**src/hw/oram_settings.svh**
```systemverilog
// Size parameters of the ORAM output stage, shared by packages and RTL
`ifndef ORAM_SETTINGS_SVH
`define ORAM_SETTINGS_SVH

// Parallel RAM lanes
`define ORAM_NUM_LANES 4

// RAM address width, 256 words per lane
`define ORAM_ADDR_W 8

// Word width, top bit is the sign for ReLU
`define ORAM_DATA_W 8

// Ingress FIFO depth as log2, 4 entries
`define ORAM_FIFO_AW 2

// Command code width
`define ORAM_CMD_W 8

`endif

```
**src/hw/oram_mode_pkg.sv**
```systemverilog
// Operating modes of the ORAM stage and the one-hot command codes that select them
`default_nettype none

`include "oram_settings.svh"

package oram_mode_pkg;

    // Mode held by the controller and seen by every lane
    typedef enum logic [1:0] {
        MODE_IDLE = 2'd0,
        MODE_ZERO = 2'd1,
        MODE_CONV = 2'd2,
        MODE_READ = 2'd3
    } oram_mode_e;

    // One-hot command codes on the config channel
    localparam logic [`ORAM_CMD_W-1:0] CMD_ZERO = 8'h02;
    localparam logic [`ORAM_CMD_W-1:0] CMD_CONV = 8'h04;
    localparam logic [`ORAM_CMD_W-1:0] CMD_READ = 8'h20;

endpackage

`default_nettype wire

```
**src/hw/oram_data_pkg.sv**
```systemverilog
// Data types carried through the ORAM stage
`default_nettype none

`include "oram_settings.svh"

package oram_data_pkg;

    typedef logic [`ORAM_ADDR_W-1:0] ram_addr_t;
    typedef logic [`ORAM_DATA_W-1:0] ram_word_t;
    typedef logic [`ORAM_CMD_W-1:0]  cmd_word_t;

    // Ingress FIFO entry, packed as {last, address, data}
    typedef logic [`ORAM_ADDR_W+`ORAM_DATA_W:0] fifo_entry_t;

endpackage

`default_nettype wire

```
**src/hw/oram_cmd_if.sv**
```systemverilog
// Command bus from the ORAM controller to the lanes and the done collector
`timescale 1ns/1ps
`default_nettype none

interface oram_cmd_if;

    oram_mode_pkg::oram_mode_e mode;
    logic                      relu_ena;
    logic                      start;
    logic                      all_done;

    modport ctrl (
        output mode,
        output relu_ena,
        output start,
        input  all_done
    );

    modport lane (
        input mode,
        input relu_ena,
        input start
    );

    modport collect (
        input  start,
        output all_done
    );

endinterface

`default_nettype wire

```
**src/hw/oram_ctrl.sv**
```systemverilog
// ORAM command controller that captures a command and runs the mode FSM
`timescale 1ns/1ps
`default_nettype none

module oram_ctrl (
    input  wire                       clk,
    input  wire                       rst_n,
    input  wire                       cfg_vld_i,
    output logic                      cfg_rdy_o,
    input  oram_data_pkg::cmd_word_t  cfg_cmd_i,
    input  wire                       cfg_relu_i,
    output logic                      is_idle_o,
    oram_cmd_if.ctrl                  cmd
);

    oram_mode_pkg::oram_mode_e mode_q;
    oram_mode_pkg::oram_mode_e dec_mode;
    logic                      dec_known;
    logic                      relu_q;
    logic                      start_q;
    logic                      unk_q;
    logic                      cfg_ena;

    // Unknown code keeps the stage busy for exactly one cycle
    assign is_idle_o = (mode_q == oram_mode_pkg::MODE_IDLE) && !unk_q;
    assign cfg_rdy_o = is_idle_o;
    assign cfg_ena   = cfg_vld_i && cfg_rdy_o;

    always_comb begin
        dec_known = 1'b1;
        case (cfg_cmd_i)
            oram_mode_pkg::CMD_ZERO: dec_mode = oram_mode_pkg::MODE_ZERO;
            oram_mode_pkg::CMD_CONV: dec_mode = oram_mode_pkg::MODE_CONV;
            oram_mode_pkg::CMD_READ: dec_mode = oram_mode_pkg::MODE_READ;
            default: begin
                dec_mode  = oram_mode_pkg::MODE_IDLE;
                dec_known = 1'b0;
            end
        endcase
    end

    // ==================================================
    // Mode FSM
    // ==================================================
    always_ff @(posedge clk or negedge rst_n) begin
        if (!rst_n) begin
            mode_q  <= oram_mode_pkg::MODE_IDLE;
            relu_q  <= 1'b0;
            start_q <= 1'b0;
            unk_q   <= 1'b0;
        end else begin
            start_q <= cfg_ena && dec_known;
            unk_q   <= cfg_ena && !dec_known;
            if (cfg_ena) begin
                mode_q <= dec_mode;
                relu_q <= cfg_relu_i;
            end else if (mode_q != oram_mode_pkg::MODE_IDLE && cmd.all_done && !start_q) begin
                // Flags still hold the previous run during the start cycle
                mode_q <= oram_mode_pkg::MODE_IDLE;
            end
        end
    end

    assign cmd.mode     = mode_q;
    assign cmd.relu_ena = relu_q;
    assign cmd.start    = start_q;

    // ==================================================
    // Assertions
    // ==================================================
    a_mode_legal: assert property (@(posedge clk) disable iff (!rst_n)
        !$isunknown(mode_q) && (mode_q inside {oram_mode_pkg::MODE_IDLE,
            oram_mode_pkg::MODE_ZERO, oram_mode_pkg::MODE_CONV, oram_mode_pkg::MODE_READ}));

endmodule

`default_nettype wire

```
**src/flat_wrapper.sv**
```systemverilog
// flat-port wrapper written by rule: the top's interface ports become plain ports
module oram_ctrl_flat 
  (clk, rst_n, cfg_vld_i, cfg_rdy_o, cfg_cmd_i, cfg_relu_i, is_idle_o, cmd_mode, cmd_relu_ena, cmd_start, cmd_all_done);
  oram_cmd_if cmd_i ();
  input  wire clk;
  input  wire rst_n;
  input  wire cfg_vld_i;
  output logic cfg_rdy_o;
  input  oram_data_pkg::cmd_word_t cfg_cmd_i;
  input  wire cfg_relu_i;
  output logic is_idle_o;
  output wire logic [$bits(cmd_i.mode)-1:0] cmd_mode;
  output wire logic [$bits(cmd_i.relu_ena)-1:0] cmd_relu_ena;
  output wire logic [$bits(cmd_i.start)-1:0] cmd_start;
  input wire logic [$bits(cmd_i.all_done)-1:0] cmd_all_done;
  assign cmd_mode = cmd_i.mode;
  assign cmd_relu_ena = cmd_i.relu_ena;
  assign cmd_start = cmd_i.start;
  assign cmd_i.all_done = cmd_all_done;
  oram_ctrl u_core (.clk(clk), .rst_n(rst_n), .cfg_vld_i(cfg_vld_i), .cfg_rdy_o(cfg_rdy_o), .cfg_cmd_i(cfg_cmd_i), .cfg_relu_i(cfg_relu_i), .is_idle_o(is_idle_o), .cmd(cmd_i));
endmodule
```
**config.mk**
```make
export PLATFORM = sky130hd
export DESIGN_NAME = oram_ctrl_flat
export DESIGN_NICKNAME = d
export VERILOG_FILES = /design/src/hw/oram_mode_pkg.sv /design/src/hw/oram_data_pkg.sv /design/src/hw/oram_cmd_if.sv /design/src/hw/oram_ctrl.sv /design/src/flat_wrapper.sv
export VERILOG_INCLUDE_DIRS = /design/src /design/src/hw
export SDC_FILE = /design/constraint.sdc
export NUM_CORES = 1
export LEC_CHECK = 0
export BUFFER_PORTS_ARGS = -buffer_cell sky130_fd_sc_hd__buf_4
export CORE_AREA = 3 3 40 42
export CTS_BUF_LIST = sky130_fd_sc_hd__clkbuf_4 sky130_fd_sc_hd__clkbuf_8
export DETAILED_ROUTE_END_ITERATION = 7
export DIE_AREA = 0 0 43 45
export PLACE_DENSITY = 0.53
export SLEW_MARGIN = 20
export SYNTH_ARGS = -nofsm -noshare
export SYNTH_HDL_FRONTEND = slang
export SYNTH_SLANG_ARGS = --single-unit
```
**constraint.sdc**
```tcl
create_clock -name clk -period 1.2 [get_ports clk]
set_input_delay 0.24 -clock clk [delete_from_list [all_inputs] [get_ports clk]]
set_output_delay 0.24 -clock clk [all_outputs]
set_load 0.02 [all_outputs]
```
=== Yosys cells after proc, flatten, opt, wreduce, memory -nomap -nowiden ===
Index checks and enable logic that the tools add are counted.

* Input port bits: 13
* Bits in registers: 5
* Word-level logic and storage cells: 24

* Multiplexer cells: 4
* Reductions and logical operators: 13
* Eq/ne operators: 3

{| class="wikitable"
|+ Operator list
! kind !! number
|-
| equality test 8 x 2 -> 1 bit, second input constant || 1
|-
| equality test 8 x 3 -> 1 bit, second input constant || 1
|-
| equality test 8 x 6 -> 1 bit, second input constant || 1
|-
| logical AND 1 bit || 6
|-
| case mux 2 bit (3 select lines) || 1
|-
| two-way mux 2 bit || 2
|-
| nonzero test 2 bit || 2
|-
| zero test 1 bit || 3
|-
| OR reduction 3 bit || 1
|-
| zero test 2 bit || 1
|-
| two-way mux 1 bit || 1
|}

=== Longest topological paths before layout ===
* Depth after elaboration: 5
* Depth in mapped cells: 3

=== Worst setup path after synthesis ===
No wires, ideal clock.

* Path type: flip-flop to flip-flop
* Start point: reg u_core.mode_q[1], in the netlist u_core.cmd.mode[1]
* End point: reg u_core.relu_q, in the netlist u_core.cmd.relu_ena
* Path slack: -156 ps
* Cell stages (with the launch flop): 4
* Path buffers: 0
* Required time: 1075 ps
* Arrival: 1231 ps
* Library setup time: 125 ps
* Path through: dfrtp_1 > nor3_4 > nand2_2 > mux2_2

* Cells in the longest elaborated chain, start to end: 3

{| class="wikitable"
|+ RTL lines
! element !! RTL line !! source
|-
| from (decl) || oram_ctrl.sv:16 || <nowiki>oram_mode_pkg::oram_mode_e mode_q;</nowiki>
|-
| from (signal assigned) || oram_ctrl.sv:47 || <nowiki>mode_q <= oram_mode_pkg::MODE_IDLE;</nowiki>
|-
| from (signal assigned) || oram_ctrl.sv:55 || <nowiki>mode_q <= dec_mode;</nowiki>
|-
| from (signal assigned) || oram_ctrl.sv:59 || <nowiki>mode_q <= oram_mode_pkg::MODE_IDLE;</nowiki>
|-
| zero test 2 bit || oram_ctrl.sv:25 || <nowiki>assign is_idle_o = (mode_q == oram_mode_pkg::MODE_IDLE) && !unk_q;</nowiki>
|-
| logical AND 1 bit || oram_ctrl.sv:25 ||
|-
| net cfg_rdy_o || flat_wrapper.sv:8 || <nowiki>output logic cfg_rdy_o;</nowiki>
|-
| logical AND 1 bit || oram_ctrl.sv:27 || <nowiki>assign cfg_ena = cfg_vld_i && cfg_rdy_o;</nowiki>
|-
| to (signal assigned) || oram_ctrl.sv:56 || <nowiki>relu_q <= cfg_relu_i;</nowiki>
|-
| to (decl) || oram_ctrl.sv:19 || <nowiki>logic relu_q;</nowiki>
|}

The timed path passes the listed nets, and every way through them passes these cells.
A chain may end at the register's enable or synchronous reset.

=== Worst setup path after layout ===
* Start point: reg u_core.mode_q[0], in the netlist u_core.cmd.mode[0]
* End point: out cfg_rdy_o

* Cells in the longest elaborated chain, start to end: 2

{| class="wikitable"
|+ RTL lines
! element !! RTL line
|-
| zero test 2 bit || oram_ctrl.sv:25
|-
| logical AND 1 bit || oram_ctrl.sv:25
|-
| to (decl) || flat_wrapper.sv:8
|}

Every way passes these cells.

==> results.cfg <==
[pwr]
p_clk_frac = 0.404
p_int_uw = 399
seqPwrFrac = 0.350
combPwrFrac = 0.246
p_leak_uw = 0.000260
swShare = 0.239
peakVddDrop_mv = 0.290
p_sw_uw = 125
powerDensity_nw_per_um2 = 1040

[floorplan]
fp.dieW_um = 43
rows = 13
ios = 19
start_util = 0.209
die_area_um2 = 1940
dieHeight_um = 45
core-area_um2 = 1280

[cts]
path_clk_slew_ns = 0.04
numCtsBuffers = 3
cts.sinks = 5
insertion_delay_ns = 0.24
ctsHtreeMaxLevel = 1
cts_root_buf = clkbuf_4
cts_tree = yes
cts_max_path_buffers = 2

[route]
vias = 271
detail_route.wl_per_cell_um = 10.1
drc = 0
ant_nets = 0
via_per_inst = 4.30
wl_um = 636
dr.pass1.iters = 1
drt_first_iter_violations = 0

[cells_and_area]
final_cell_mix = buf_4 (16), clkbuf_4 (4), buf_6 (4), dfrtp_1 (4), nand2_1 (3)
fin_area_um2 = 503
mostFrequentLayoutCell = buf_4
final_cells = 63
drive_gt1_frac = 0.625
fin_nets = 62
syn_to_final_growth_pct = 87.0
diodes = 0

[min_path]
hp-start = cfg_cmd_i[2]
min_path_cells = 2
min_to = u_core.cmd.mode[0]
min_path_type = in2reg

[global_routing]
grt_max_degree = 6
antenna_found_initial = 0
grt_usage = 0.0762
grt_pass1_vias = 259
grt_remaining_overflow = 0
grt_pass1_wl_um = 972

[critical_path]
crit_path_start_kind = flop
startpoint = u_core.cmd.mode[0]
crit_required_ns = 0.96
worstPathArrival_ns = 1.05
rrSetupSlack_ns = -0.06
cp-end-kind = primary output
cp_max_fo = 3
r2r_cells = 4
worstReg2RegStart = u_core.cmd.mode[0]
regToRegEndpoint = u_core.cmd.mode[0]
path_class = reg2out

[placement]
port_buffers = 18
dp_cells = 56
place_hpwl_um = 504
gp_congestion = 0.706
post_dp_cell_area_um2 = 417

[timing]
slew_violations = 0
slew_headroom = 0.831
setup_violations = 4
fmax_ghz = 0.777
tightest_slew_ns = 0.251
fin_skew_ns = 0.00150
period_share = 1.07
min_period_ns = 1.29
rsz0062_at_grt = yes
setup_ws_ns = -0.0871
final_hold_viol_count = 0

[synthesis]
synthAdderAreaFrac = 0
synthDominantCellAreaShare = 0.465
synthXorXnorAreaFrac = 0.0651
synth.area.mux_share = 0.0791
avgSynthCellArea_um2 = 11.2
synth-compound-area-share = 0.126
synthSimpleGateAreaFrac = 0.237
synth_area_um2 = 269
synth.largest_area_cell = dfrtp_1
synth_top_family_by_area = simple AND/OR/NAND/NOR gates
syn_inst = 24
synth-warning-count = 0
synth_seq_cells = 5
syn_nets = 37
ys_types = 15
synthTopCellsByArea = dfrtp_1 (47%), nor3_4 (6.0%), o41ai_2 (6.0%)
synth_seq_area_share = 0.465

[status]
status = complete, but fails checks
violations = setup timing

[job]
cap_viol_max_count = 0
==> power by group through the flow <==
stage / sequential (µW) / combinational (µW) / clock [µW]
floorplan: 193 / 46.6 / 0
global placement: 186 / 110 / 0
detailed placement: 186 / 111 / 0
CTS: 183 / 124 / 225
global route: 184 / 138 / 240
finish: 183 / 129 / 211
==> cell usage after synthesis (all sizes together) <==
library cell	number
buf	1
o41ai	1
mux2	1
o31ai	1
nor3	3
nor2	2
nand2b	2
o21ba	1
mux2i	1
xor2	1
dfrtp	5
xnor2	1
nand2	4
==> cells by family (layout without fill, tap and decap cells) <==
kind of cell              Yosys count  in the layout
muxes                               2              2
and+or+nand+nor                    11             11
buffers and inverters               1             25
DFF                                 5              5
xor gates and xnor gates            2              2
AOI/OAI and AO/OA                   3              3
==> sequential cells by signal (all words and copies together) (netlist names) <==
signal / flops
u_core.unk_q: 1
u_core.cmd.start: 1
u_core.cmd.relu_ena: 1
u_core.cmd.mode: 2
==> through the flow <==
stage          worst slack (ns)  power [µW]  hold slack [ns]  utilization  setup TNS (ns)
2_1_floorplan            -0.110         239          -0.0556            -          -0.271
3_3_place_gp             0.0643         296           0.0446        0.324               0
3_5_place_dp             0.0399         296           0.0449        0.324               0
4_1_cts                 -0.0978         533            0.197        0.377          -0.343
5_1_grt                  -0.144         562            0.216        0.391          -0.591
6_report                -0.0871         524            0.221        0.391          -0.271
==> cell type report <==
cell class / instances / area (µm²)
Fill cell: 138 / 782
Timing Repair Buffer: 21 / 175
Multi-Input combinational cell: 18 / 153
Sequential cell: 5 / 126
Clock buffer: 4 / 30.0
Tap cell: 15 / 18.8
==> metal layers <==
metal	track usage	wire (µm)
met1	0.0587	178
met3	0.0199	67
met4	0.108	12
met2	0.132	377
met5	0	0
==> critical path: stages (launching register included) <==
cell and delay [ns]:
dfrtp_2 0.41, nor3_4 0.24, buf_6 0.16
==> what timing repair did <==
action | CTS | global route
buffers inserted | 2 | 0
hold endpoints to repair | 5 | 0
resized for setup | 3 | 3
endpoints found under the setup margin | 2 | 7
pin swaps | 1 | 1
hold buffers | 1 | 0
==> how the worst max path moves through the flow <==
stage	end	slack, ns	depth (start not counted)
after global placement	u_core.cmd.mode[0]	0.06	3
after global routing	cfg_rdy_o	-0.14	2
after detailed placement	u_core.cmd.mode[0]	0.04	3
after floorplan	u_core.cmd.mode[0]	-0.11	3
final	cfg_rdy_o	-0.09	2
after CTS	is_idle_o	-0.1	2
(Power assumes the default switching activity.)
