`src/hw/oram_settings.svh`:
```
// Size parameters of the ORAM output stage, shared by packages and RTL
`ifndef ORAM_SETTINGS_SVH
`define ORAM_SETTINGS_SVH

// Parallel RAM lanes
`define ORAM_NUM_LANES 4

// RAM address width, 256 words per lane
`define ORAM_ADDR_W 8

// Word width, top bit is the sign for ReLU
`define ORAM_DATA_W 8

// Ingress FIFO depth as log2, 4 entries
`define ORAM_FIFO_AW 2

// Command code width
`define ORAM_CMD_W 8

`endif

```
`src/hw/oram_mode_pkg.sv`:
```
// Operating modes of the ORAM stage and the one-hot command codes that select them
`default_nettype none

`include "oram_settings.svh"

package oram_mode_pkg;

    // Mode held by the controller and seen by every lane
    typedef enum logic [1:0] {
        MODE_IDLE = 2'd0,
        MODE_ZERO = 2'd1,
        MODE_CONV = 2'd2,
        MODE_READ = 2'd3
    } oram_mode_e;

    // One-hot command codes on the config channel
    localparam logic [`ORAM_CMD_W-1:0] CMD_ZERO = 8'h02;
    localparam logic [`ORAM_CMD_W-1:0] CMD_CONV = 8'h04;
    localparam logic [`ORAM_CMD_W-1:0] CMD_READ = 8'h20;

endpackage

`default_nettype wire

```
`src/hw/oram_cmd_if.sv`:
```
// Command bus from the ORAM controller to the lanes and the done collector
`timescale 1ns/1ps
`default_nettype none

interface oram_cmd_if;

    oram_mode_pkg::oram_mode_e mode;
    logic                      relu_ena;
    logic                      start;
    logic                      all_done;

    modport ctrl (
        output mode,
        output relu_ena,
        output start,
        input  all_done
    );

    modport lane (
        input mode,
        input relu_ena,
        input start
    );

    modport collect (
        input  start,
        output all_done
    );

endinterface

`default_nettype wire

```
`src/hw/oram_done_collect.sv`:
```
// Collects per-lane done pulses into sticky flags and reports when all lanes are done
`timescale 1ns/1ps
`default_nettype none

`include "oram_settings.svh"

module oram_done_collect (
    input  wire                         clk,
    input  wire                         rst_n,
    oram_cmd_if.collect                 cmd,
    input  wire [`ORAM_NUM_LANES-1:0]   lane_done_i
);

    logic [`ORAM_NUM_LANES-1:0] done_q;

    // Start wipes the flags of the previous run, a pulse sets its lane
    always_ff @(posedge clk or negedge rst_n) begin
        if (!rst_n) begin
            done_q <= '0;
        end else begin
            done_q <= (done_q & ~{`ORAM_NUM_LANES{cmd.start}}) | lane_done_i;
        end
    end

    assign cmd.all_done = &done_q;

endmodule

`default_nettype wire

```
`src/flat_wrapper.sv`:
```
// flat-port wrapper written by rule: the top's interface ports become plain ports
module oram_done_collect_flat 
  (clk, rst_n, lane_done_i, cmd_start, cmd_all_done);
  oram_cmd_if cmd_i ();
  input  wire clk;
  input  wire rst_n;
  input  wire [`ORAM_NUM_LANES-1:0] lane_done_i;
  input wire logic [$bits(cmd_i.start)-1:0] cmd_start;
  output wire logic [$bits(cmd_i.all_done)-1:0] cmd_all_done;
  assign cmd_i.start = cmd_start;
  assign cmd_all_done = cmd_i.all_done;
  oram_done_collect u_core (.clk(clk), .rst_n(rst_n), .cmd(cmd_i), .lane_done_i(lane_done_i));
endmodule
```
`config.mk`:
```
export PLATFORM = sky130hd
export DESIGN_NAME = oram_done_collect_flat
export DESIGN_NICKNAME = d
export VERILOG_FILES = /design/src/hw/oram_mode_pkg.sv /design/src/hw/oram_cmd_if.sv /design/src/hw/oram_done_collect.sv /design/src/flat_wrapper.sv
export VERILOG_INCLUDE_DIRS = /design/src /design/src/hw
export SDC_FILE = /design/constraint.sdc
export NUM_CORES = 1
export LEC_CHECK = 0
export BUFFER_PORTS_ARGS = -buffer_cell sky130_fd_sc_hd__buf_2
export CORE_AREA = 4 4 41 43
export DETAILED_ROUTE_END_ITERATION = 7
export DIE_AREA = 0 0 45 47
export PLACE_DENSITY_LB_ADDON = 0.05
export SLEW_MARGIN = 15
export SYNTH_ARGS = -nofsm -noshare
export SYNTH_HDL_FRONTEND = slang
export SYNTH_SLANG_ARGS = --single-unit
```
`constraint.sdc`:
```
create_clock -name clk -period 0.97 [get_ports clk]
set_input_delay 0.194 -clock clk [delete_from_list [all_inputs] [get_ports clk]]
set_output_delay 0.194 -clock clk [all_outputs]
set_load 0.01 [all_outputs]
```
# After elaboration in Yosys (flattened, before gate mapping)
# Cells that the tools add are included.
[word_totals] output_inout_bits=1 in_bits=7 elab_cells=5 register_bits=4
[op_classes] reduce_logical=1 bitwise=3
[ops] operator="bitwise AND 4 bit" n=1
[ops] operator="NOT 4 bit" n=1
[ops] operator="OR 4 bit" n=1
[ops] operator="AND reduction 4 bit" n=1

# Longest topological paths before layout
# Gate-level depths: netlist of run 1.
[depth] depth_word=3 depth_mapped=2 depth_no_buf=2

# Least setup slack after synthesis of run 1
# OpenSTA, ideal clock, no wires.
[synth_timing] path_kind="register -> output" from="register u_core.done_q[2]" to="output cmd_all_done" arrival_ps=571 t_required_ps=776 path_stages_with_launch=2 path_slack_ps=205 n_path_buf=0 path_cell_list="dfrtp_1 -> and4_1"
[synth_between] elab_chain_len=1
[synth_lines] item="start, declared" line_no="oram_done_collect.sv:14" source="logic [`ORAM_NUM_LANES-1:0] done_q;"
[synth_lines] item="start signal, assigned" line_no="oram_done_collect.sv:21" source="done_q <= (done_q & ~{`ORAM_NUM_LANES{cmd.start}}) | lane_done_i;"
[synth_lines] item="AND reduction 4 bit" line_no="oram_done_collect.sv:25" source="assign cmd.all_done = &done_q;"
[synth_lines] item="end, declared" line_no="flat_wrapper.sv:9" source="output wire logic [$bits(cmd_i.all_done)-1:0] cmd_all_done;"
# No other way between the ends.

# Worst setup path in the final report of run 1
[layout_timing] from="register u_core.done_q[0]" to="output cmd_all_done"
# The elaborated chain is that of the path after synthesis.

==> impl_metrics.csv, run 1 <==
group,metric,value,unit
finish,largest_register_ffs,4,
die,floorplan.initialDensity,11.0,%
die,fp.coreArea,0.00130,sq mm
synthesis,synthTopCellsByCount,"sky130_fd_sc_hd__a21o_1, sky130_fd_sc_hd__dfrtp_1, sky130_fd_sc_hd__and4_1, sky130_fd_sc_hd__inv_2",
finish,number_of_diodes,0,
sta,slew_headroom,93.3,%
drt,vias_per_cell,3.30,
clocking,cts.reportedPaths.clkPinSlew,0.04,ns
pwr,seq_power_share,42.9,%
setup_path,r2r-start,"u_core.done_q[0]$_DFF_PN0_",
placed_design,dpl_worst_slack,0.0801,ns
sta,grt_setup_unrepaired,"yes",
sta,period_needed,1.14,ns
clocking,cts_htree_levels,1,
sta,finalWorstSetupSlack,-0.168,ns
clocking,cts_sinks,4,
synthesis,async_reset_ff_share,100,%
global_routing,grt_start_max_net_pins,5,
synthesis,yosys_warnings,0,
synthesis,yosysTopAreaCellShare,70.2,%
status,outcome,"complete, but fails checks",
finish,layout_net_count,31,
die,die_x,45,um
global_routing,grt_pass1_wl,600,um
sta,fmaxAchievable,879,MHz
clocking,worst_skew_pair.late_latency,0.23,ns
finish,nFillCells,163,
pwr,p_int,343,uW
finish,layout-drive-gt1-share,54.5,%
pwr,clock_power_share,47.4,%
drt,drt_iter0_drc,1,
pwr,irDropWorstVdd,0.337,mV
clocking,clk_root_buffer_cell,"sky130_fd_sc_hd__clkbuf_4",
status,violations,"negative setup slack",
finish,finalInstanceArea,236,sq um
setup_path,crit-reg2reg-capture,"u_core.done_q[0]$_DFF_PN0_",
setup_path,cp-end-kind,"primary output",
die,floorplan.io_pins,8,
die,die-area,0.00212,sq mm
setup_path,setup_crit_path_kind,"reg -> out",
finish,fin_util,18.2,%
setup_path,worst-r2r-setup-slack,0.21,ns
flow_run,cap_violations,0,
setup_path,worstSetupStartpointType,"flip-flop",
pwr,static-leakage-power,0.000124,uW
setup_path,cp.arrival,0.94,ns
sta,fin_crit_sh,117,%
global_routing,grt.overflow.total,0,
setup_path,timing.critical_path.slowest_stage_cell,"sky130_fd_sc_hd__dfrtp_1",
setup_path,max_stage_delay,0.37,ns
sta,worst_pin_slew,0.101,ns
worst_hold_path,worstHoldStart,"lane_done_i[0]",
setup_path,path_cells,"and4_1, buf_2",
synthesis,synth_cells,10,
synthesis,synth_cell_type_count,4,
global_routing,antenna_violations_before_repair,0,
synthesis,postSynthRegisterBits,4,
clocking,ctsResizeCount,0,
placed_design,place.gp.congestion,0.645,
pwr,combPwrFrac,9.7,%
pwr,switching_share,20.5,%
synthesis,post_synth_edffs,0,
clocking,cts_made_buffers,3,
pwr,net_sw_power,88.2,uW
worst_hold_path,worstHoldPathType,"in -> reg",
worst_hold_path,worst_hold_path.num_cells,2,
global_routing,via_count_of_the_first_global_routing_pass,157,
clocking,clock_path_buffers,2,
setup_path,timing.reg2reg.worst_path_depth,2,
synthesis,syn-mean-instance-area,14.3,sq um
drt,detail_route.wl_per_cell,9.97,um
sta,drv_slew,0,
pwr,power.density,1820,mW/mm^2
setup_path,worst_ep_required_time,0.78,ns
synthesis,synth_fp_nets,17,
sta,final_count_of_negative_setup_slack_endpoints,1,
synthesis,netlist_area,143,sq um
drt,route.detailed.drc,0,
setup_path,path_max_fanout,2,
die,die_height,47,um
synthesis,synth_top_cell_by_area,"sky130_fd_sc_hd__dfrtp_1",
global_routing,grtUsageTotal,4.75,%
finish,p_r_area_growth_vs_syn,65.8,%
sta,number_of_failing_hold_endpoints_at_the_final_stage,0,
placed_design,placement.cell_area,196,sq um
die,number_of_placement_rows,13,
drt,totalWireLength,369,um
synthesis,yosys_most_used_dff,"sky130_fd_sc_hd__dfrtp_1",
finish,largestRegisters,"u_core.done_q: 4 flops",
placed_design,io_buffers,7,
synthesis,post_synth_main_area_contributors,"sky130_fd_sc_hd__dfrtp_1, sky130_fd_sc_hd__a21o_1, sky130_fd_sc_hd__and4_1, sky130_fd_sc_hd__inv_2",
drt,antenna_violating_nets_post_route,0,
worst_hold_path,worstHoldEndpoint,"u_core.done_q[0]$_DFF_PN0_",
synthesis,synth_seq_area_share,70.2,%
finish,max_flop_register,"u_core.done_q",
clocking,tritoncts_clock_tree,"yes",
drt,dr_total_vias,122,
drt,drt_pre_antenna_iters,3,
sta,worst_clock_skew,0,ns
==> critical path, delay by kind of cell (launching register included) <==
kind | cells | cell delay [ns]
DFF | 1 | 0.37
and+or+nand+nor | 1 | 0.20
buffers and inverters | 1 | 0.13
==> power groups by stage <==
stage	Clock (uW)	Combinational (uW)	Sequential, uW
final	204	42.0	185
after detailed placement	0	35.7	187
after floorplan	0	15.3	185
after global routing	224	47.1	186
after CTS	220	39.1	185
after global placement	0	35.7	187
==> worst max-delay path by stage <==
| stage | endpoint | slack (ns) | cells after the start | start |
|---|---|---|---|---|
| 6_report | cmd_all_done | -0.17 | 2 | u_core.done_q[0]$_DFF_PN0_ |
| 5_1_grt | cmd_all_done | -0.20 | 2 | u_core.done_q[0]$_DFF_PN0_ |
| 4_1_cts | cmd_all_done | -0.18 | 2 | u_core.done_q[2]$_DFF_PN0_ |
| 3_5_place_dp | cmd_all_done | 0.08 | 2 | u_core.done_q[2]$_DFF_PN0_ |
| 3_3_place_gp | cmd_all_done | 0.08 | 2 | u_core.done_q[2]$_DFF_PN0_ |
| 2_1_floorplan | cmd_all_done | 0.21 | 1 | u_core.done_q[2]$_DFF_PN0_ |
==> layer usage <==
| metal | wire (um) | global-route usage (%) | part of all wire [%] |
|---|---|---|---|
| met1 | 181 | 5.28 | 49 |
| met2 | 158 | 4.52 | 43 |
| met3 | 29 | 3.45 | 7.9 |
| met4 | 0 | 7.02 | 0 |
| met5 | 0 | 0 | 0 |
==> cell usage in the layout, fill, tap and decap left out <==
cell / n
sky130_fd_sc_hd__buf_2: 7
sky130_fd_sc_hd__a21o_1: 4
sky130_fd_sc_hd__dfrtp_1: 4
sky130_fd_sc_hd__clkbuf_4: 3
sky130_fd_sc_hd__inv_2: 1
sky130_fd_sc_hd__and4_1: 1
sky130_fd_sc_hd__dlygate4sd3_1: 1
sky130_fd_sc_hd__buf_4: 1
==> final cells by class <==
cell class / count / area [sq um] / area share (%)
flip-flops and latches: 4 / 100 / 42.3
repair buffers: 9 / 52.6 / 22.2
multi-input cells: 5 / 38.8 / 16.4
clock buffers: 3 / 22.5 / 9.52
well taps: 15 / 18.8 / 7.94
inverters: 1 / 3.75 / 1.59
==> per-stage QoR <==
step                setup TNS [ns]  hold slack [ns]  total power [uW]  instances
floorplan                        0           -0.102               200         10
global placement                 0           0.0108               223         32
detailed placement               0          0.00766               223         32
CTS                         -0.175            0.128               444         36
global route                -0.199            0.136               458         37
finish                      -0.168            0.137               431         37
==> cell families (layout without fill, tap and decap cells) <==
family / after synthesis / count (layout) / synth area share, %
buffers and inverters: 1 / 13 / 2.63
AOI/OAI and AO/OA: 4 / 4 / 21.1
and+or+nand+nor: 1 / 1 / 6.14
DFF: 4 / 4 / 70.2
==> timing repair <==
action                                 4_1_cts  5_1_grt
buffers inserted                             0        1
endpoints found under the hold margin        4        0
setup endpoints to repair                    1        1
pin swaps                                    0        1
hold buffers                                 1        0
No activity file was read; power rests on OpenSTA's default activity.
==> run 2, diff against run 1 <==
--- a/config.mk
+++ b/config.mk
@@ -10,7 +10,7 @@
 export CORE_AREA = 4 4 41 43
 export DETAILED_ROUTE_END_ITERATION = 7
 export DIE_AREA = 0 0 45 47
-export PLACE_DENSITY_LB_ADDON = 0.05
+export PLACE_DENSITY = 0.37
 export SLEW_MARGIN = 15
 export SYNTH_ARGS = -nofsm -noshare
 export SYNTH_HDL_FRONTEND = slang
==> impl_metrics.csv, run 2 (synthesis gave the netlist of run 1 again) <==
group,metric,value,unit
global_routing,grtUsageTotal,3.88,%
finish,p_r_area_growth_vs_syn,65.8,%
finish,number_of_diodes,0,
finish,layout-drive-gt1-share,54.5,%
die,die_x,45,um
setup_path,path_max_fanout,2,
die,fp.coreArea,0.00130,sq mm
pwr,clock_power_share,47.6,%
placed_design,numPlacedInstances,32,
sta,final_count_of_negative_setup_slack_endpoints,1,
sta,period_needed,1.11,ns
die,die_height,47,um
drt,drt_pre_antenna_iters,1,
flow_run,cap_violations,0,
global_routing,grt.overflow.total,0,
pwr,static-leakage-power,0.000124,uW
pwr,seq_power_share,42.7,%
status,violations,"negative setup slack",
pwr,irDropWorstVdd,0.713,mV
global_routing,grt_pass1_wl,489,um
finish,layout_common_cells,"sky130_fd_sc_hd__buf_2, sky130_fd_sc_hd__a21o_1, sky130_fd_sc_hd__dfrtp_1, sky130_fd_sc_hd__clkbuf_4",
setup_path,path_cells,"and4_1, buf_2",
finish,nFillCells,150,
worst_hold_path,worstHoldPathType,"in -> reg",
finish,finalNonFillerCells,37,
finish,largestRegisters,"u_core.done_q: 4 flops",
die,floorplan.io_pins,8,
global_routing,antenna_violations_before_repair,0,
drt,vias_per_cell,3.43,
sta,drv_slew,0,
global_routing,via_count_of_the_first_global_routing_pass,128,
drt,totalWireLength,331,um
setup_path,timing.critical_path.slowest_stage_cell,"sky130_fd_sc_hd__dfrtp_1",
finish,layout_net_count,31,
drt,antenna_violating_nets_post_route,0,
sta,worst_pin_slew,0.0985,ns
pwr,combPwrFrac,9.7,%
sta,grt_setup_unrepaired,"yes",
pwr,power.density,1830,mW/mm^2
sta,finalSetupTns,-0.139,ns
clocking,worst_skew_pair.late_latency,0.23,ns
finish,layout_commonest_cell,"sky130_fd_sc_hd__buf_2",
clocking,tritoncts_clock_tree,"yes",
pwr,net_sw_power,88.7,uW
clocking,cts_made_buffers,3,
die,number_of_placement_rows,13,
die,die-area,0.00212,sq mm
global_routing,grt_start_max_net_pins,5,
setup_path,worstSetupStartpointType,"flip-flop",
placed_design,dpl_worst_slack,0.0951,ns
die,floorplan.initialDensity,11.0,%
drt,route.detailed.drc,0,
drt,detail_route.wl_per_cell,8.95,um
setup_path,cp.arrival,0.91,ns
placed_design,io_buffers,7,
setup_path,cp_top_family,"flip-flops",
finish,largest_register_ffs,4,
drt,drt_iter0_drc,0,
sta,finalWorstSetupSlack,-0.139,ns
status,outcome,"complete, but fails checks",
clocking,cts_sinks,4,
setup_path,worst_ep_required_time,0.78,ns
setup_path,cp-end-kind,"primary output",
pwr,switching_share,20.5,%
sta,fin_crit_sh,114,%
clocking,clock_path_buffers,2,
sta,number_of_failing_hold_endpoints_at_the_final_stage,0,
sta,slew_headroom,93.4,%
clocking,ctsResizeCount,0,
sta,fmaxAchievable,902,MHz
placed_design,place.gp.congestion,0.630,
clocking,cts.reportedPaths.clkPinSlew,0.04,ns
finish,max_flop_register,"u_core.done_q",
clocking,cts_htree_levels,1,
clocking,clk_root_buffer_cell,"sky130_fd_sc_hd__clkbuf_4",
pwr,p_int,343,uW
sta,worst_clock_skew,0,ns
setup_path,setup_crit_path_kind,"reg -> out",
drt,dr_total_vias,127,
setup_path,max_stage_delay,0.36,ns
setup_path,worstPathBufferInverterCount,1,
run 2: what timing repair did:
action | CTS | global route
hold buffers | 1 | 0
buffers inserted | 1 | 0
pin swaps | 1 | 0
endpoints found under the hold margin | 4 | 0
endpoints found under the setup margin | 1 | 1
run 2: power by group through the flow:
stage                     Combinational (uW)  Clock, uW  Sequential, uW
after global placement                  33.8          0             187
after CTS                               42.7        214             185
after floorplan                         15.3          0             185
after detailed placement                35.6          0             187
after global routing                    46.8        227             185
final                                   41.7        206             184
run 2: metrics by stage:
stage	hold WS (ns)	cell area [sq um]	total power [uW]	utilization [%]
2_1_floorplan	-0.102	143	200	-
3_3_place_gp	-0.00133	196	221	15.1
3_5_place_dp	0.00491	196	223	15.1
4_1_cts	0.127	236	441	18.2
5_1_grt	0.134	236	459	18.2
6_report	0.133	236	432	18.2
run 2: layout make-up:
| type | count | area, sq um | area share, % |
|---|---|---|---|
| inverter | 1 | 3.75 | 1.59 |
| clock buffer | 3 | 22.5 | 9.52 |
| timing repair buffer | 9 | 52.6 | 22.2 |
| tap | 15 | 18.8 | 7.94 |
| multi-input combinational | 5 | 38.8 | 16.4 |
| sequential | 4 | 100 | 42.3 |
run 2: path summary, 6_finish.rpt:
check,endpoint,cells after the start,slack (ns),startpoint
worst min register to register,u_core.done_q[1]$_DFF_PN0_,1,0.47,u_core.done_q[1]$_DFF_PN0_
min in group asynchronous,u_core.done_q[2]$_DFF_PN0_,2,0.30,rst_n
worst max register to register,u_core.done_q[0]$_DFF_PN0_,2,0.23,u_core.done_q[0]$_DFF_PN0_
worst max-delay path,cmd_all_done,2,-0.14,u_core.done_q[0]$_DFF_PN0_
worst min-delay path,u_core.done_q[2]$_DFF_PN0_,2,0.13,lane_done_i[2]
max in group asynchronous,u_core.done_q[3]$_DFF_PN0_,2,0.54,rst_n
run 2: metal layers:
layer	GRT usage (%)	up-vias	share of wire [%]
met3	4.98	0	15
li1	-	60	-
met5	0	-	0
met1	3.20	59	36
met2	5.37	8	48
met4	1.75	0	0
