### config.mk
export PLATFORM = sky130hd
export DESIGN_NAME = oram_lane_flat
export DESIGN_NICKNAME = d
export VERILOG_FILES = /design/src/hw/oram_mode_pkg.sv /design/src/hw/oram_data_pkg.sv /design/src/hw/oram_cmd_if.sv /design/src/hw/oram_lane.sv /design/src/flat_wrapper.sv
export VERILOG_INCLUDE_DIRS = /design/src /design/src/hw
export SDC_FILE = /design/constraint.sdc
export NUM_CORES = 2
export LEC_CHECK = 0
export ABC_AREA = 1
export BUFFER_PORTS_ARGS = -buffer_cell sky130_fd_sc_hd__buf_2
export CAP_MARGIN = 40
export CORE_MARGIN = 2
export CORE_UTILIZATION = 65
export CTS_CLUSTER_DIAMETER = 100
export DETAILED_ROUTE_END_ITERATION = 6
export PLACE_DENSITY = 0.78
export SLEW_MARGIN = 0
export SYNTH_ARGS = -nofsm -noshare
export SYNTH_HDL_FRONTEND = slang
export SYNTH_SLANG_ARGS = --single-unit
### constraint.sdc
create_clock -name clk -period 28.4 [get_ports clk]
set_input_delay 1.42 -clock clk [delete_from_list [all_inputs] [get_ports clk]]
set_output_delay 1.42 -clock clk [all_outputs]
set_load 0.1 [all_outputs]
### src/hw/oram_settings.svh
// Size parameters of the ORAM output stage, shared by packages and RTL
`ifndef ORAM_SETTINGS_SVH
`define ORAM_SETTINGS_SVH

// Parallel RAM lanes
`define ORAM_NUM_LANES 4

// RAM address width, 256 words per lane
`define ORAM_ADDR_W 8

// Word width, top bit is the sign for ReLU
`define ORAM_DATA_W 8

// Ingress FIFO depth as log2, 4 entries
`define ORAM_FIFO_AW 2

// Command code width
`define ORAM_CMD_W 8

`endif

### src/hw/oram_mode_pkg.sv
// Operating modes of the ORAM stage and the one-hot command codes that select them
`default_nettype none

`include "oram_settings.svh"

package oram_mode_pkg;

    // Mode held by the controller and seen by every lane
    typedef enum logic [1:0] {
        MODE_IDLE = 2'd0,
        MODE_ZERO = 2'd1,
        MODE_CONV = 2'd2,
        MODE_READ = 2'd3
    } oram_mode_e;

    // One-hot command codes on the config channel
    localparam logic [`ORAM_CMD_W-1:0] CMD_ZERO = 8'h02;
    localparam logic [`ORAM_CMD_W-1:0] CMD_CONV = 8'h04;
    localparam logic [`ORAM_CMD_W-1:0] CMD_READ = 8'h20;

endpackage

`default_nettype wire

### src/hw/oram_data_pkg.sv
// Data types carried through the ORAM stage
`default_nettype none

`include "oram_settings.svh"

package oram_data_pkg;

    typedef logic [`ORAM_ADDR_W-1:0] ram_addr_t;
    typedef logic [`ORAM_DATA_W-1:0] ram_word_t;
    typedef logic [`ORAM_CMD_W-1:0]  cmd_word_t;

    // Ingress FIFO entry, packed as {last, address, data}
    typedef logic [`ORAM_ADDR_W+`ORAM_DATA_W:0] fifo_entry_t;

endpackage

`default_nettype wire

### src/hw/oram_cmd_if.sv
// Command bus from the ORAM controller to the lanes and the done collector
`timescale 1ns/1ps
`default_nettype none

interface oram_cmd_if;

    oram_mode_pkg::oram_mode_e mode;
    logic                      relu_ena;
    logic                      start;
    logic                      all_done;

    modport ctrl (
        output mode,
        output relu_ena,
        output start,
        input  all_done
    );

    modport lane (
        input mode,
        input relu_ena,
        input start
    );

    modport collect (
        input  start,
        output all_done
    );

endinterface

`default_nettype wire

### src/hw/oram_lane.sv
// One ORAM lane with ingress FIFO, zero fill, ReLU write select, RAM array and read port
`timescale 1ns/1ps
`default_nettype none

`include "oram_settings.svh"

module oram_lane (
    input  wire                       clk,
    input  wire                       rst_n,
    oram_cmd_if.lane                  cmd,
    // Write channel
    input  wire                       wr_vld_i,
    output logic                      wr_rdy_o,
    input  wire                       wr_lst_i,
    input  oram_data_pkg::ram_addr_t  wr_addr_i,
    input  oram_data_pkg::ram_word_t  wr_data_i,
    // Read-address channel
    input  wire                       rd_addr_vld_i,
    output logic                      rd_addr_rdy_o,
    input  wire                       rd_addr_lst_i,
    input  oram_data_pkg::ram_addr_t  rd_addr_i,
    // Read-data channel
    output logic                      rd_vld_o,
    input  wire                       rd_rdy_i,
    output logic                      rd_lst_o,
    output oram_data_pkg::ram_word_t  rd_data_o,
    output logic                      done_o
);

    localparam int FIFO_DEPTH = 1 << `ORAM_FIFO_AW;
    localparam int RAM_DEPTH  = 1 << `ORAM_ADDR_W;

    logic mode_zero;
    logic mode_conv;
    logic mode_read;

    assign mode_zero = (cmd.mode == oram_mode_pkg::MODE_ZERO);
    assign mode_conv = (cmd.mode == oram_mode_pkg::MODE_CONV);
    assign mode_read = (cmd.mode == oram_mode_pkg::MODE_READ);

    // ==================================================
    // Ingress FIFO
    // ==================================================
    oram_data_pkg::fifo_entry_t fifo_mem [FIFO_DEPTH];
    logic [`ORAM_FIFO_AW:0]     wr_ptr_q;
    logic [`ORAM_FIFO_AW:0]     rd_ptr_q;
    logic                       fifo_full;
    logic                       fifo_empty;
    logic                       fifo_push;
    logic                       fifo_pop;
    oram_data_pkg::fifo_entry_t fifo_head;
    logic                       head_lst;
    oram_data_pkg::ram_addr_t   head_addr;
    oram_data_pkg::ram_word_t   head_data;

    assign fifo_empty = (wr_ptr_q == rd_ptr_q);
    assign fifo_full  = (wr_ptr_q[`ORAM_FIFO_AW] != rd_ptr_q[`ORAM_FIFO_AW]) &&
                        (wr_ptr_q[`ORAM_FIFO_AW-1:0] == rd_ptr_q[`ORAM_FIFO_AW-1:0]);

    assign wr_rdy_o  = mode_conv && !fifo_full;
    assign fifo_push = wr_vld_i && wr_rdy_o;
    // Head drains straight into the RAM
    assign fifo_pop  = mode_conv && !fifo_empty;

    always_ff @(posedge clk or negedge rst_n) begin
        if (!rst_n) begin
            wr_ptr_q <= '0;
            rd_ptr_q <= '0;
        end else begin
            if (fifo_push) begin
                wr_ptr_q <= wr_ptr_q + 1'b1;
            end
            if (fifo_pop) begin
                rd_ptr_q <= rd_ptr_q + 1'b1;
            end
        end
    end

    always_ff @(posedge clk) begin
        if (fifo_push) begin
            fifo_mem[wr_ptr_q[`ORAM_FIFO_AW-1:0]] <= {wr_lst_i, wr_addr_i, wr_data_i};
        end
    end

    assign fifo_head = fifo_mem[rd_ptr_q[`ORAM_FIFO_AW-1:0]];
    assign head_lst  = fifo_head[`ORAM_ADDR_W+`ORAM_DATA_W];
    assign head_addr = fifo_head[`ORAM_DATA_W +: `ORAM_ADDR_W];
    assign head_data = fifo_head[`ORAM_DATA_W-1:0];

    // ==================================================
    // Zero fill
    // ==================================================
    oram_data_pkg::ram_addr_t zero_cnt_q;
    logic                     zero_fin_q;
    logic                     zero_act;
    logic                     zero_last;

    // A new start reopens the fill even if the last one finished
    assign zero_act  = mode_zero && (cmd.start || !zero_fin_q);
    assign zero_last = zero_act && (zero_cnt_q == '1);

    always_ff @(posedge clk or negedge rst_n) begin
        if (!rst_n) begin
            zero_cnt_q <= '0;
            zero_fin_q <= 1'b0;
        end else begin
            if (zero_act) begin
                zero_cnt_q <= zero_cnt_q + 1'b1;
            end
            if (zero_last) begin
                zero_fin_q <= 1'b1;
            end else if (cmd.start) begin
                zero_fin_q <= 1'b0;
            end
        end
    end

    // ==================================================
    // Write select and RAM
    // ==================================================
    logic                     ram_we;
    oram_data_pkg::ram_addr_t ram_waddr;
    oram_data_pkg::ram_word_t ram_wdata;
    oram_data_pkg::ram_word_t ram [RAM_DEPTH];

    always_comb begin
        ram_we    = 1'b0;
        ram_waddr = zero_cnt_q;
        ram_wdata = '0;
        if (zero_act) begin
            ram_we = 1'b1;
        end else if (fifo_pop) begin
            ram_we    = 1'b1;
            ram_waddr = head_addr;
            // ReLU clamps negative words
            ram_wdata = (cmd.relu_ena && head_data[`ORAM_DATA_W-1]) ? '0 : head_data;
        end
    end

    // ==================================================
    // Read port
    // ==================================================
    logic rd_vld_q;
    logic rd_lst_q;
    logic rd_addr_ena;
    logic rd_out_ena;

    assign rd_addr_rdy_o = mode_read && (!rd_vld_q || rd_rdy_i);
    assign rd_addr_ena   = rd_addr_vld_i && rd_addr_rdy_o;
    assign rd_out_ena    = rd_vld_q && rd_rdy_i;

    always_ff @(posedge clk) begin
        if (ram_we) begin
            ram[ram_waddr] <= ram_wdata;
        end
        if (rd_addr_ena) begin
            rd_data_o <= ram[rd_addr_i];
        end
    end

    always_ff @(posedge clk or negedge rst_n) begin
        if (!rst_n) begin
            rd_vld_q <= 1'b0;
            rd_lst_q <= 1'b0;
        end else if (rd_addr_ena) begin
            rd_vld_q <= 1'b1;
            rd_lst_q <= rd_addr_lst_i;
        end else if (rd_out_ena) begin
            rd_vld_q <= 1'b0;
            rd_lst_q <= 1'b0;
        end
    end

    assign rd_vld_o = rd_vld_q;
    assign rd_lst_o = rd_lst_q;

    // One pulse per function, whichever mode is running
    assign done_o = zero_last || (fifo_pop && head_lst) || (rd_out_ena && rd_lst_q);

    // ==================================================
    // Assertions
    // ==================================================
    a_no_push_full: assert property (@(posedge clk) disable iff (!rst_n)
        fifo_full |-> !fifo_push);

    a_rd_hold: assert property (@(posedge clk) disable iff (!rst_n)
        rd_vld_o && !rd_rdy_i |=> rd_vld_o && $stable(rd_data_o) && $stable(rd_lst_o));

endmodule

`default_nettype wire

### src/flat_wrapper.sv
// flat-port wrapper written by rule: the top's interface ports become plain ports
module oram_lane_flat 
  (clk, rst_n, wr_vld_i, wr_rdy_o, wr_lst_i, wr_addr_i, wr_data_i, rd_addr_vld_i, rd_addr_rdy_o, rd_addr_lst_i, rd_addr_i, rd_vld_o, rd_rdy_i, rd_lst_o, rd_data_o, done_o, cmd_mode, cmd_relu_ena, cmd_start);
  oram_cmd_if cmd_i ();
  input  wire clk;
  input  wire rst_n;
  input  wire wr_vld_i;
  output logic wr_rdy_o;
  input  wire wr_lst_i;
  input  oram_data_pkg::ram_addr_t wr_addr_i;
  input  oram_data_pkg::ram_word_t wr_data_i;
  input  wire rd_addr_vld_i;
  output logic rd_addr_rdy_o;
  input  wire rd_addr_lst_i;
  input  oram_data_pkg::ram_addr_t rd_addr_i;
  output logic rd_vld_o;
  input  wire rd_rdy_i;
  output logic rd_lst_o;
  output oram_data_pkg::ram_word_t rd_data_o;
  output logic done_o;
  input wire logic [$bits(cmd_i.mode)-1:0] cmd_mode;
  input wire logic [$bits(cmd_i.relu_ena)-1:0] cmd_relu_ena;
  input wire logic [$bits(cmd_i.start)-1:0] cmd_start;
  assign cmd_i.mode = cmd_mode;
  assign cmd_i.relu_ena = cmd_relu_ena;
  assign cmd_i.start = cmd_start;
  oram_lane u_core (.clk(clk), .rst_n(rst_n), .cmd(cmd_i), .wr_vld_i(wr_vld_i), .wr_rdy_o(wr_rdy_o), .wr_lst_i(wr_lst_i), .wr_addr_i(wr_addr_i), .wr_data_i(wr_data_i), .rd_addr_vld_i(rd_addr_vld_i), .rd_addr_rdy_o(rd_addr_rdy_o), .rd_addr_lst_i(rd_addr_lst_i), .rd_addr_i(rd_addr_i), .rd_vld_o(rd_vld_o), .rd_rdy_i(rd_rdy_i), .rd_lst_o(rd_lst_o), .rd_data_o(rd_data_o), .done_o(done_o));
endmodule
# Word level (Yosys, flattened, before mapping)
# Memories as Yosys holds them, arrays and structs flattened. A register that Yosys moved wholly into a read port is not among the register bits.
# Cells that the tools add are included.
# totals
register_bits	17
ramBits	2116
inputBits	35
output_inout_bits	13
mem_count	2
# mem_list
memory	words	width	read_ports	rd_ports_with_merged_regs	write_ports	line_no	source
u_core.ram	256	8	1	1	1	oram_lane.sv:124	oram_data_pkg::ram_word_t ram [RAM_DEPTH];
u_core.fifo_mem	4	17	1	0	1	oram_lane.sv:44	oram_data_pkg::fifo_entry_t fifo_mem [FIFO_DEPTH];
# op_classes
addsub	3
eq_ne	7
mux	16
n_reduce_logical	22
# ops
cell	n
8-bit 2-to-1 mux	5
1-bit logical AND	12
1-bit 2-to-1 mux	11
8-bit by 1-bit adder with 8-bit output, second input constant	1
8-bit == test, second input constant	1
3-bit by 1-bit adder with 3-bit output, second input constant	2
2-bit == test, second input constant	2
1-bit logical NOT	4
1-bit logical OR	4
2-bit nonzero test	2
3-bit == test	1
2-bit by 1-bit == test with 1-bit output, second input constant	1
2-bit == test	1
1-bit inequality test	1

# Longest topological paths before layout
# depth
word_depth	7
depth_mapped	15
depth_no_buf	12

# Least setup slack after synthesis
# Ideal clock, no wire load.
# synth_path
kind	input port to flip-flop
startpoint	in cmd_mode[1]
endpoint	mem u_core.ram[0][0] in the netlist's numbering, data pin
setup_time_ns	2.313
arrival_ns	12.330
t_required_ns	26.087
path_slack_ns	13.757
path_stages	6
path_buffers	0
cell_sequence	inv_1 > nor2_1 > nand2_4 > inv_4 > nand2_1 > a221oi_1
# synth_between
elab_chain_cells	4
# synth_lines
element	line_no	source
from (decl)	flat_wrapper.sv:21	input wire logic [$bits(cmd_i.mode)-1:0] cmd_mode;
2-bit == test	oram_lane.sv:38	assign mode_conv = (cmd.mode == oram_mode_pkg::MODE_CONV);
1-bit logical AND	oram_lane.sv:63	assign fifo_pop = mode_conv && !fifo_empty;
8-bit 2-to-1 mux	oram_lane.sv:132	end else if (fifo_pop) begin
8-bit 2-to-1 mux (*)	oram_lane.sv:130	if (zero_act) begin
named net u_core.ram_wdata[0]	oram_lane.sv:123	oram_data_pkg::ram_word_t ram_wdata;
to (decl)	oram_lane.sv:124	
# The timed path passes the listed nets; every way through them passes the cells marked *.

==> reports/summary.txt <==
die height - 370 um
Cells on Worst Hold Path - 1
Synth async-reset ratio - 0.00794
FP Rows - 134
Starting Density - 0.653
commonest cells after routing, fill and taps aside - nand2_1 (2149), edfxtp_1 (2124), nand3_1 (2024)
final wirelength - 225000 um
# fillers - 8464
initial antenna violation count - 9
Worst Hold End - u_core.wr_ptr_q[2]
CTS Buf Count - 201
top_reg_cell synth - edfxtp_1
Synth Area in Compound Gates - 0.00403
Cells after Synth - 7277
Fin Setup TNS - 0 ps
reg2reg start - u_core.rd_ptr_q[0]
Area after DPL - 0.0888 mm^2
routability cong. - 0.896
Global Route Usage Sum - 0.329
outcome - finished with violations
GRT overflow - 0
Vias/cell - 6.47
CTS sink count - 2141
via count - 58700
PwrDens - 75.3 mW/mm^2
EDFF count, synth - 2124
post-DR wirelength/cell - 24.8 um
post-cts resize count - 0
drt first pass iters - 7
CP dominant cell by count - nand3_1
synthesized area per cell - 11.9 um^2
failing checks - design-rule violations
clk buf depth - 3
cts hold-fix bufs - 0
Design Power - 7.15 mW
CTS tree - built
Peak VDD IR - 0.0765 mV
synthesized cell area - 0.0869 mm^2
crit path from - rd_addr_i[0]
R2R setup slack - 23600 ps
Hold Path Origin - u_core.wr_ptr_q[2]
CP max stage delay - 800 ps
Max Freq - 176 MHz
setup bufs post-CTS - 0
min Tclk post-route - 5670 ps
leading cell type in the layout, fill and taps excluded - nand2_1
Die X - 370 um
Worst Setup Path Type - in -> reg
post-route design area - 0.0949 mm^2
input/output buffers - 47
Starting DRT DRC Count - 9872
pin count of the biggest net entering global routing - 235
Adder-Cell Fraction of Synth Area - 0.000864
FF-to-FF path depth - 11
Layout Nets - 7183
I/O Pins - 48
clock network fraction of total power - 0.356
fin crit share - 0.200
RSZ-0062 raised after global routing - no
internal power - 5.26 mW
Post-Synth XOR/XNOR Area - 0.00131
Sequential Power Share - 0.519
H-tree depth - 4
Critical Path Slowest Stage Cell - buf_12
Simple-Gate Fraction of Synth Area - 0.229
Seq cells post-synth - 2141
sw frac - 0.264
Yosys cell types - 35
DRC viols - 6
Logic pwr share - 0.125
Clock transition at path regs - 60 ps
Yosys Warn Count - 0
reg2reg end - u_core.ram[50][6]
max_cap viols - 0
Die Footprint - 0.137 mm^2
post-synthesis sequential area ratio - 0.739
Critical Path AT - 6360 ps
Finish-stage setup viols - 0
number of global-route vias before repair - 55800
post-route antenna net violation count - 0
largest family of logic cells by synthesized area - simple AND/OR/NAND/NOR gates
mux cell area share after synthesis - 0.000130
CP Max Fanout - 234
Slew HR - 0.0821
clk_lat worst skew - 830 ps
Worst EP required - 29090 ps
Syn Nets - 7318
post-DP HPWL - 122000 um
skew final - 30.4 ps
Pins Over Slew Limit - 0
area grow syn2layout - 9.27%
switching component of the power - 1.89 mW
Worst Tran Pin Value - 1380 ps
Critical Path Source Type - primary input
crit end category - register
Root Buffer - clkbuf_16
layout cells sized above 1 - 0.0679
Hold/Removal Path Class - reg -> reg
CORE AREA - 0.133 mm^2
Hold Vio Cnt, Final - 0
first-pass GRT wire length - 338000 um
P_leak - 33.3 nW
critical path, cell by cell - buf_8 -> inv_8 -> buf_12 -> buf_4 -> buf_16 -> buf_4 -> nand2_1 -> nand3_1 -> nand3_1 -> nand3_1 -> nand3_1 -> nand3_1 -> nand3_1 -> nand2_1 -> nand2_1 -> nand2_1
metal layers:
| metal | up-vias | track usage | part of all wire |
|---|---|---|---|
| li1 | 25600 | - | - |
| met1 | 28200 | 0.459 | 0.36 |
| met2 | 4174 | 0.498 | 0.46 |
| met3 | 732 | 0.0806 | 0.13 |
| met4 | 10 | 0.149 | 0.049 |
| met5 | - | 0 | 0.00031 |
critical path: cells and delay by family:
family / cells / cell delay (ps)
simple gates: 10 / 1540
buf+inv: 6 / 2990
through the flow:
stage / hold slack, ps / instances / setup slack [ps] / utilization
final: 485 / 9075 / 22730 / 0.713
after global routing: 513 / 9073 / 22580 / 0.713
after CTS: 486 / 9069 / 22930 / 0.713
after detailed placement: 481 / 8703 / 22060 / 0.667
after global placement: 474 / 8670 / 21820 / 0.662
after floorplan: 462 / 7277 / 13760 / -
worst max-delay path by stage:
| stage | end | slack (ps) | cells past startpoint |
|---|---|---|---|
| final | u_core.rd_data_o[3] | 22730 | 16 |
| after global routing | u_core.rd_data_o[1] | 22580 | 15 |
| after CTS | u_core.rd_data_o[6] | 22930 | 15 |
| after floorplan | u_core.ram[0][0] | 13760 | 6 |
| after detailed placement | u_core.rd_data_o[6] | 22060 | 15 |
| after global placement | u_core.rd_data_o[4] | 21820 | 14 |
sequential cells by signal (all words and copies together), names as in the netlist:
signal	flops
u_core.ram	2048
u_core.fifo_mem	68
u_core.rd_data_o	8
u_core.zero_cnt_q	8
u_core.rd_ptr_q	3
u_core.wr_ptr_q	3
u_core.rd_lst_o	1
u_core.rd_vld_o	1
u_core.zero_fin_q	1
power by group through the flow:
| stage | Combinational [mW] | Sequential (mW) | Clock [mW] |
|---|---|---|---|
| 3_5_place_dp | 0.870 | 3.77 | 0 |
| 2_1_floorplan | 0.492 | 3.88 | 0 |
| 6_report | 0.892 | 3.71 | 2.55 |
| 5_1_grt | 0.943 | 3.71 | 2.67 |
| 3_3_place_gp | 0.825 | 3.77 | 0 |
| 4_1_cts | 0.874 | 3.71 | 2.55 |
Yosys cell counts, types with 9 or more instances:
master | number | share of area
nor2_1 | 291 | 0.013
edfxtp_1 | 2124 | 0.73
clkbuf_1 | 332 | 0.014
nand3_1 | 2024 | 0.12
nand2_1 | 2149 | 0.093
nand3_2 | 13 | 0.0015
a21oi_1 | 14 | 0.00081
nand2_2 | 19 | 0.0014
buf_6 | 13 | 0.0017
o21ai_0 | 24 | 0.0014
o22ai_1 | 9 | 0.00065
buf_2 | 67 | 0.0039
buf_1 | 80 | 0.0035
dfrtp_1 | 17 | 0.0049
inv_1 | 28 | 0.0012
kinds of logic (layout without fill, tap and decap cells):
group / Yosys count / after routing
DFF: 2141 / 2141
adders and majority gates: 6 / 6
AOI/OAI and AO/OA: 58 / 58
and+or+nand+nor: 4525 / 4525
other: 0 / 2
xor gates and xnor gates: 13 / 13
muxes: 1 / 1
buffers and inverters: 533 / 561
layout make-up:
| class | instances | area, um^2 | share of cell area |
|---|---|---|---|
| timing repair buffer | 156 | 1610 | 0.0170 |
| tap | 1768 | 2210 | 0.0233 |
| clock buffer | 260 | 5270 | 0.0556 |
| inverter | 39 | 179 | 0.00189 |
| antenna | 2 | 5.00 | 0.0000527 |
| multi-input combinational | 4603 | 20600 | 0.217 |
| sequential | 2141 | 64200 | 0.676 |
| clock inverter | 106 | 855 | 0.00900 |
Power figures use the tool's default switching activity.
